--- config.mk ---
export PLATFORM = sky130hd
export DESIGN_NAME = load_store_unit
export DESIGN_NICKNAME = d
export VERILOG_FILES = /design/src/rv_isa_pkg.sv /design/src/core_ctrl_pkg.sv /design/src/load_store_unit.sv
export SDC_FILE = /design/constraint.sdc
export NUM_CORES = 1
export LEC_CHECK = 0
export BUFFER_PORTS_ARGS = -buffer_cell sky130_fd_sc_hd__buf_4
export CAP_MARGIN = 20
export CORE_AREA = 2 2 109 111
export DETAILED_ROUTE_END_ITERATION = 12
export DIE_AREA = 0 0 111 113
export PLACE_DENSITY = 0.54
export SLEW_MARGIN = 20
export SYNTH_ARGS = -nofsm -noshare
export SYNTH_HDL_FRONTEND = slang
export SYNTH_SLANG_ARGS = --single-unit
--- constraint.sdc ---
create_clock -name vclk -period 1.9
set_input_delay 0.38 -clock vclk [all_inputs]
set_output_delay 0.38 -clock vclk [all_outputs]
set_load 0.02 [all_outputs]
--- src/rv_isa_pkg.sv ---
package rv_isa_pkg;

    typedef logic [31:0] word_t;
    typedef logic [31:0] addr_t;

    // RV32I major opcodes used by this core
    typedef enum logic [6:0] {
        OPC_OP     = 7'b0110011,
        OPC_OP_IMM = 7'b0010011,
        OPC_LOAD   = 7'b0000011,
        OPC_STORE  = 7'b0100011,
        OPC_BRANCH = 7'b1100011,
        OPC_JAL    = 7'b1101111,
        OPC_JALR   = 7'b1100111,
        OPC_LUI    = 7'b0110111,
        OPC_AUIPC  = 7'b0010111
    } opcode_t;

    typedef enum logic [2:0] {
        IMM_I = 3'd0,
        IMM_S = 3'd1,
        IMM_B = 3'd2,
        IMM_U = 3'd3,
        IMM_J = 3'd4
    } imm_src_t;

    typedef struct packed {
        logic [6:0] funct7;
        logic [4:0] rs2;
        logic [4:0] rs1;
        logic [2:0] funct3;
        logic [4:0] rd;
        opcode_t    opcode;
    } r_fmt_t;

    typedef struct packed {
        logic [11:0] imm;
        logic [4:0]  rs1;
        logic [2:0]  funct3;
        logic [4:0]  rd;
        opcode_t     opcode;
    } i_fmt_t;

    typedef struct packed {
        logic [6:0] imm_hi;
        logic [4:0] rs2;
        logic [4:0] rs1;
        logic [2:0] funct3;
        logic [4:0] imm_lo;
        opcode_t    opcode;
    } s_fmt_t;

    // Branch offset bits are scattered across the word
    typedef struct packed {
        logic       imm12;
        logic [5:0] imm10_5;
        logic [4:0] rs2;
        logic [4:0] rs1;
        logic [2:0] funct3;
        logic [3:0] imm4_1;
        logic       imm11;
        opcode_t    opcode;
    } b_fmt_t;

    typedef struct packed {
        logic [19:0] imm31_12;
        logic [4:0]  rd;
        opcode_t     opcode;
    } u_fmt_t;

    typedef struct packed {
        logic       imm20;
        logic [9:0] imm10_1;
        logic       imm11;
        logic [7:0] imm19_12;
        logic [4:0] rd;
        opcode_t    opcode;
    } j_fmt_t;

    // One fetched word seen through every encoding format
    typedef union packed {
        word_t  raw;
        r_fmt_t r;
        i_fmt_t i;
        s_fmt_t s;
        b_fmt_t b;
        u_fmt_t u;
        j_fmt_t j;
    } instr_u;

endpackage

--- src/core_ctrl_pkg.sv ---
package core_ctrl_pkg;

    typedef enum logic [3:0] {
        ALU_ADD    = 4'd0,
        ALU_SUB    = 4'd1,
        ALU_AND    = 4'd2,
        ALU_OR     = 4'd3,
        ALU_XOR    = 4'd4,
        ALU_SLT    = 4'd5,
        ALU_SLTU   = 4'd6,
        ALU_SLL    = 4'd7,
        ALU_SRL    = 4'd8,
        ALU_SRA    = 4'd9,
        ALU_PASS_B = 4'd10
    } alu_op_t;

    typedef enum logic [1:0] {
        WB_ALU      = 2'd0,
        WB_MEM      = 2'd1,
        WB_PC_PLUS4 = 2'd2,
        WB_TARGET   = 2'd3
    } wb_src_t;

    typedef enum logic [1:0] {
        PC_SRC_PLUS4  = 2'd0,
        PC_SRC_HOLD   = 2'd1,
        PC_SRC_TARGET = 2'd2
    } pc_src_t;

    // Operand choice for the second adder
    typedef enum logic [1:0] {
        TGT_PC_IMM  = 2'd0,
        TGT_IMM     = 2'd1,
        TGT_RS1_IMM = 2'd2
    } target_src_t;

    typedef struct packed {
        alu_op_t              alu_op;
        rv_isa_pkg::imm_src_t imm_src;
        logic                 alu_src_imm;
        logic                 mem_read;
        logic                 mem_write;
        logic                 reg_write;
        wb_src_t              wb_src;
        pc_src_t              pc_src;
        target_src_t          target_src;
    } ctrl_t;

    typedef struct packed {
        rv_isa_pkg::addr_t addr;
        rv_isa_pkg::word_t wdata;
        logic [3:0]        be;
        logic              we;
    } dmem_req_t;

    typedef struct packed {
        logic              valid;
        logic [4:0]        rd;
        rv_isa_pkg::word_t data;
    } retire_t;

endpackage

--- src/load_store_unit.sv ---
`timescale 1ns/1ns

module load_store_unit (
    input  core_ctrl_pkg::ctrl_t     i_ctrl,
    input  logic [2:0]               i_funct3,
    input  rv_isa_pkg::word_t        i_alu_result,
    input  rv_isa_pkg::word_t        i_rs2,
    input  rv_isa_pkg::addr_t        i_pc_plus4,
    input  rv_isa_pkg::addr_t        i_target,
    input  rv_isa_pkg::word_t        i_ram_rdata,
    output core_ctrl_pkg::dmem_req_t o_req,
    output rv_isa_pkg::word_t        o_wb_data
);

    import rv_isa_pkg::*;
    import core_ctrl_pkg::*;

    logic [1:0] offset;
    word_t      shifted;
    word_t      load_data;

    assign offset = i_alu_result[1:0];

    // Store lanes follow the low address bits
    always_comb begin
        o_req.addr = i_alu_result;
        o_req.we   = i_ctrl.mem_write;
        case (i_funct3[1:0])
            2'b00: begin
                o_req.be    = 4'b0001 << offset;
                o_req.wdata = {4{i_rs2[7:0]}};
            end
            2'b01: begin
                o_req.be    = 4'b0011 << {offset[1], 1'b0};
                o_req.wdata = {2{i_rs2[15:0]}};
            end
            default: begin
                o_req.be    = 4'b1111;
                o_req.wdata = i_rs2;
            end
        endcase
    end

    assign shifted = i_ram_rdata >> {offset, 3'b000};

    always_comb begin
        case (i_funct3)
            3'b000:  load_data = {{24{shifted[7]}}, shifted[7:0]};
            3'b001:  load_data = {{16{shifted[15]}}, shifted[15:0]};
            3'b100:  load_data = {24'b0, shifted[7:0]};
            3'b101:  load_data = {16'b0, shifted[15:0]};
            default: load_data = i_ram_rdata;
        endcase
        if (!i_ctrl.mem_read) begin
            load_data = '0;
        end
    end

    // Write-back select
    always_comb begin
        case (i_ctrl.wb_src)
            WB_MEM:      o_wb_data = load_data;
            WB_PC_PLUS4: o_wb_data = i_pc_plus4;
            WB_TARGET:   o_wb_data = i_target;
            default:     o_wb_data = i_alu_result;
        endcase
    end

endmodule

==> Word-level counts from Yosys, hierarchy flattened <==
Index checks and enable logic that the tools add are counted.
{ "totals": {"regBits": 0, "input_bits": 180, "wordCells": 16} }
{ "classes": {"n_eq_ne": 7, "shift": 3, "mux": 4, "n_reduce_logical": 2} }
{ "op_table": {"columns": ["op", "n"], "rows": [
  ["32-bit case mux with 4 select lines", 1],
  ["32-bit case mux with 3 select lines", 1],
  ["36-bit case mux with 2 select lines", 1],
  ["32-bit two-way mux", 1],
  ["32-bit by 5-bit right shift with 16-bit output", 1],
  ["3-bit equality test (second input constant)", 2],
  ["2-bit by 1-bit equality test with 1-bit output (second input constant)", 2],
  ["2-bit equality test (second input constant)", 2],
  ["1-bit by 2-bit left shift with 4-bit output (first input constant)", 1],
  ["2-bit by 2-bit left shift with 4-bit output (first input constant)", 1],
  ["3-bit by 1-bit equality test with 1-bit output (second input constant)", 1],
  ["3-bit zero test", 1],
  ["2-bit zero test", 1]
]} }

==> Depth between registers and ports, before layout <==
Gate-level depths: netlist of the first run.
{ "logic_depth": {"depth_word": 4, "ltp_mapped": 8, "depth_no_buf": 5} }

==> Worst setup path before layout of the first run <==
OpenSTA, ideal clock, no wires.
{ "synth_path": {"kind": "input-to-output", "from": "input port i_ctrl[5] (netlist name)", "to": "output port o_wb_data[21]", "t_arrival_ns": 1.639, "required_ns": 1.520, "setup_slack_ns": -0.119, "stages": 7, "path_buffers": 3, "cell_sequence": "clkbuf_2 -> and3b_1 -> buf_4 -> inv_2 -> o32a_4 -> buf_6 -> o221ai_2"} }
{ "synth_between": {"elab_chain_len": 2} }
{ "synth_lines": {"columns": ["element", "line_no", "source"], "rows": [
  ["from (decl)", "load_store_unit.sv:4", "input core_ctrl_pkg::ctrl_t i_ctrl,"],
  ["2-bit equality test or 2-bit by 1-bit equality test with 1-bit output (tied branches)", "load_store_unit.sv:61", "case (i_ctrl.wb_src)"],
  ["32-bit case mux with 3 select lines *", "load_store_unit.sv:61", null],
  ["to (decl)", "load_store_unit.sv:12", "output rv_isa_pkg::word_t o_wb_data"]
]} }
Mark *: on every way between the ends. The rest lies on a longest branch, timed or not.

==> Worst setup path in the final report of the first run <==
{ "layout_path": {"from": "input port i_alu_result[0]", "to": "output port o_wb_data[14]"} }
{ "layout_between": {"elab_chain_len": 4} }
{ "layout_lines": {"columns": ["element", "line_no", "source"], "rows": [
  ["from (decl)", "load_store_unit.sv:6", "input rv_isa_pkg::word_t i_alu_result,"],
  ["32-bit by 5-bit right shift with 16-bit output", "load_store_unit.sv:44", "assign shifted = i_ram_rdata >> {offset, 3'b000};"],
  ["32-bit case mux with 4 select lines", "load_store_unit.sv:47", "case (i_funct3)"],
  ["32-bit two-way mux", "load_store_unit.sv:54", "if (!i_ctrl.mem_read) begin"],
  ["32-bit case mux with 3 select lines", "load_store_unit.sv:61", null]
]} }
No other way between the ends.

==> out/qor.yml, run 1 <==
outcome: "finished with violations"
fin_crit_ns: 2.20
grt_pass1_wl_mm: 19.0
design_area_um2: 4980
grtUsageTotal_pct: 18.3
yosysSeqAreaShare_pct: 0
critical_path.most_common_cell: "o211ai_1"
core-area_um2: 11300
die_w_um: 111
critPathRequiredTime_ns: 1.52
path_buf_inv: 3
row_count: 39
critPathSlowestCell: "o211ai_1"
place.gp.congestion: 0.856
synth_cell_type_count: 32
cts_hold_buf: 0
drtIter0Drc: 111
drive_gt1_share_pct: 67.2
criticalPathCategory: "in2out"
path_max_fanout: 5
place_area_um2: 4600
fin_ws_ns: -0.299
grt-ovfl-total: 0
syn_area_per_cell_um2: 6.56
dr.pass1.iters: 4
holdWs_ns: 0.760
leakagePower_nw: 2.39
slew-limit-headroom_pct: 68.1
portBuffers: 266
drt-total-wl_mm: 12.4
syn_to_final_growth_pct: 113
fp.dieH_um: 113
postRouteAntennaNets: 0
grt_setup_unrepaired: "true"
antenna_found_initial: 0
cp-end-kind: "output pin"
crit_family: "compound AO/OA/AOI/OAI gates"
drcViolationCount: 0
routedWlPerCell_um: 16.6
seqCellArea_um2: 0
grt_max_degree: 25
yosys-top-cells-area: "buf_4 14%, mux2i_1 14%, mux2_2 11%, o21ai_0 8.8%, nand2_1 7.7%"
path_cells: "buf_12 -> nor2b_4 -> o211ai_1 -> o211ai_1 -> buf_4 -> a21oi_4 -> o22a_1 -> buf_6"
synth_top_area_share_pct: 14.1
hold_viol_final: 0
final_nets: 782
start_util_pct: 20.7
flops_and_latches: 0
max_freq_mhz: 455
maxCapViolCount: 0
hold_path_class: "in2out"
ios: 281
syn-num-nets: 536
critical_path_arrival_ns: 1.82
nClkBuffers: 0
vias: 3591
violations: "negative setup slack"
hpwl_mm: 10.5
syn_area_um2: 2340
grt_pass1_vias: 3767
worst_slew_pin_slew_ns: 0.477
cp-start-kind: "input pin"
diodes: 0
powerDensity_nw_per_um2: 290
die_area_um2: 12500
critPathMaxStageDelay_ns: 0.27
viasPerCell: 4.83
fin_crit_sh_pct: 116
setup_violations: 31
ir_worst_vdd_uv: 121
syn_inst: 356
final_util_pct: 44.2
synth_largest_area_cell: "buf_4"
slew_viol_final: 0
yosysWarnings: 0
## per-layer routing
layer | share of wire (%) | track usage [%] | up-vias | wire (µm)
met5 | 0 | 0 | - | 0
met4 | 2.0 | 3.33 | 0 | 253
met3 | 7.4 | 3.54 | 18 | 913
met2 | 54 | 37.0 | 171 | 6710
met1 | 36 | 19.8 | 1670 | 4480
li1 | - | - | 1732 | -
## cell usage after synthesis, drive strengths merged
master and n:
buf 56, nand2 48, o21ai 43, nor2 37, mux2i 33, mux2 23
clkbuf 19, a21oi 18, o221ai 16, inv 11, nor2b 11, nand3b 8
o22a 8, a221oi 7, a22oi 7, o211ai 2, a21o 1, and2 1
and3b 1, nand3 1, o21a 1, o21bai 1, o31ai 1, o32a 1
or2 1
## final timing paths
check	start	to	slack (ns)	cells after the start
setup / recovery	i_alu_result[0]	o_wb_data[14]	-0.30	8
hold / removal	i_ctrl[7]	o_req[0]	0.76	0
## repair_timing
action / 4_1_cts / 5_1_grt
gates resized for setup: 66 / 10
setup endpoints to repair: 34 / 34
gates cloned: 2 / 0
pin swaps: 12 / 14
setup buffers: 3 / 1
## kinds of logic after synthesis
group / after synthesis / share of synthesized area, %
and+or+nand+nor: 108 / 20.3
AOI/OAI and AO/OA: 106 / 32.5
buffers and inverters: 86 / 22.0
muxes: 56 / 25.2
## stage by stage
stage / power (W) / setup TNS [ns] / cells / setup WS, ns
finish: 0.00144 / -6.26 / 743 / -0.299
global route: 0.00154 / -8.06 / 743 / -0.359
CTS: 0.00144 / -5.21 / 742 / -0.223
detailed placement: 0.00133 / -9.74 / 739 / -0.389
global placement: 0.00132 / -8.78 / 739 / -0.381
floorplan: 0.000706 / -1.73 / 356 / -0.110
## cell type report
type,instances,area [µm²]
fill,1155,6290
inverter,11,41.3
multi-input combinational,271,2240
tap,143,179
timing repair buffer,318,2530
## power by group
group | leakage [nW] | switching [W] | internal (W)
logic | 2.39 | 0.000694 | 0.000750
clock network | 0 | 0 | 0
registers | 0 | 0 | 0
## cells in the final DEF, fill, tap and decap left out, drive strengths merged, types with 11 or more instances in the layout
cell type	count
buf	318
nand2	48
o21ai	43
nor2	37
mux2i	33
mux2	23
a21oi	18
o221ai	16
inv	11
nor2b	11
Power figures use the tool's default switching activity.
==> inputs of run 2 (changes only) <==
Settings changed: SKIP_LAST_GASP set to 1.
==> run 2 against run 1 <==
Net effect:
- the flow still finishes with violations (negative setup slack)
- non-clock buffer count up 1
- via count hardly changed
- final cell count grew 0.13%
- global-route usage decreased by 0.20 points
- final area increased by 0.28%
- sequential share of layout area unchanged
- total power grew 0.42%
- wire length grew 0.88%
- worst hold slack unchanged
- critical path depth unchanged
- largest cell class unchanged
==> out/qor.yml, run 2 (same netlist as run 1, synthesis figures left out) <==
outcome: "finished with violations"
violations: "negative setup slack"
layout_common_cells: "294 x buf_4, 46 x nand2_1, 34 x o21ai_0, 33 x mux2i_1, 29 x nor2_1"
pre_cts_ws_ns: -0.389  # unchanged
fin_crit_ns: 2.22  # +0.0260 ns
dp_cells: 739  # unchanged
final_util_pct: 44.3  # +0.12 points
worst_slew_pin_slew_ns: 0.467  # -0.00993 ns
die_w_um: 111  # unchanged
viasPerCell: 4.83  # about the same
grt-ovfl-total: 0  # unchanged
seqCellArea_um2: 0  # unchanged
multi_input_comb_area_um2: 2250  # +0.39%
critical_path_arrival_ns: 1.84  # +0.02 ns
slew-limit-headroom_pct: 68.7  # +0.67 points
grt_pass1_vias: 3700  # -1.8%
slew_viol_final: 0  # unchanged
drtIter0Drc: 142  # +28%
path_max_fanout: 5  # unchanged
start_util_pct: 20.7  # unchanged
core-area_um2: 11300  # unchanged
leakagePower_nw: 2.40  # +0.67%
place.gp.congestion: 0.856  # unchanged
grt_setup_unrepaired: "true"
tns_ns: -6.82  # -0.558 ns
fin_crit_sh_pct: 117  # +1.4 points
design_area_um2: 5000  # +0.28%
place_area_um2: 4600  # unchanged
diodes: 0  # unchanged
drcViolationCount: 0  # unchanged
routedWlPerCell_um: 16.8  # +0.75%
vias: 3593  # +0.056%
ir_worst_vdd_uv: 120  # -0.63%
final-instance-count-excl-fill: 744  # +0.13%
fin_ws_ns: -0.325  # -0.0260 ns
antenna_found_initial: 0  # unchanged
criticalPathCategory: "in2out"
drive_gt1_share_pct: 67.2  # about the same
row_count: 39  # unchanged
die_area_um2: 12500  # unchanged
final_nets: 783  # +0.13%
powerDensity_nw_per_um2: 290  # +0.14%
hold_viol_final: 0  # unchanged
critPathRequiredTime_ns: 1.52  # about the same
final_common_cell: "buf_4"
n_fill_cell: 1145  # -0.87%
postRouteAntennaNets: 0  # unchanged
setup_violations: 31  # unchanged
nClkBuffers: 0  # unchanged
maxCapViolCount: 0  # unchanged
drt-total-wl_mm: 12.5  # +0.88%
fp.dieH_um: 113  # unchanged
grt_pass1_wl_mm: 18.8  # -1.3%
ios: 281  # unchanged
syn_to_final_growth_pct: 114
grt_max_degree: 25  # unchanged
flops_and_latches: 0  # unchanged
hpwl_mm: 10.5  # unchanged
grtUsageTotal_pct: 18.1  # -0.20 points
hold_path_class: "in2out"
cp-end-kind: "output pin"
cp-start-kind: "input pin"
dr.pass1.iters: 4  # unchanged
portBuffers: 266  # unchanged
max_freq_mhz: 450  # -1.2%
-- run 2: changes by cell type in the layout (fill, tap and decap cells not counted), moves of 2 or more --
cell | before | now
mux2_4 | 0 | 2
o21ai_2 | 0 | 3
o21ai_1 | 8 | 6
buf_4 | 291 | 294
mux2_2 | 23 | 21
buf_6 | 23 | 21
-- run 2: timing repair --
action,4_1_cts,5_1_grt
cloned,2,0
hold buffers,0,0
endpoints found under the setup margin,34,33
resized for setup,41,36
pin swaps,12,18
setup buffers,3,3
-- run 2: metal layers --
layer	share of wire, %	track usage [%]	vias to the layer above
li1	-	-	1724
met1	37	19.7	1687
met2	54	36.4	166
met3	7.4	3.80	16
met4	1.9	2.83	0
met5	0	0	-
-- run 2: through the flow --
stage | power (W) | hold slack (ns)
after CTS | 0.00140 | 0.760
after floorplan | 0.000706 | 0.873
final | 0.00145 | 0.760
after global placement | 0.00132 | 0.760
after detailed placement | 0.00133 | 0.760
after global routing | 0.00154 | 0.760
-- run 2: worst paths after layout --
kind	start	end	slack (ns)	cells after the start
worst max-delay path	i_alu_result[0]	o_wb_data[14]	-0.32	8
worst min-delay path	i_ctrl[7]	o_req[0]	0.76	0
-- run 2: report_power, final --
part,leakage [nW],switching (W),internal (W)
combinational,2.40,0.000697,0.000752
sequential,0,0,0
clock,0,0,0
-- run 2: layout make-up --
| class | count | area share (%) |
|---|---|---|
| Inverter | 11 | 0.826 |
| Multi-Input combinational cell | 271 | 45.0 |
| Tap cell | 143 | 3.58 |
| Timing Repair Buffer | 319 | 50.6 |
-- run 2: critical path: stages --
cell and delay, ns:
buf_12 0.11, nor2b_4 0.11, o211ai_1 0.27, o211ai_1 0.27
buf_4 0.24, a21oi_4 0.17, o22a_1 0.17, buf_6 0.12
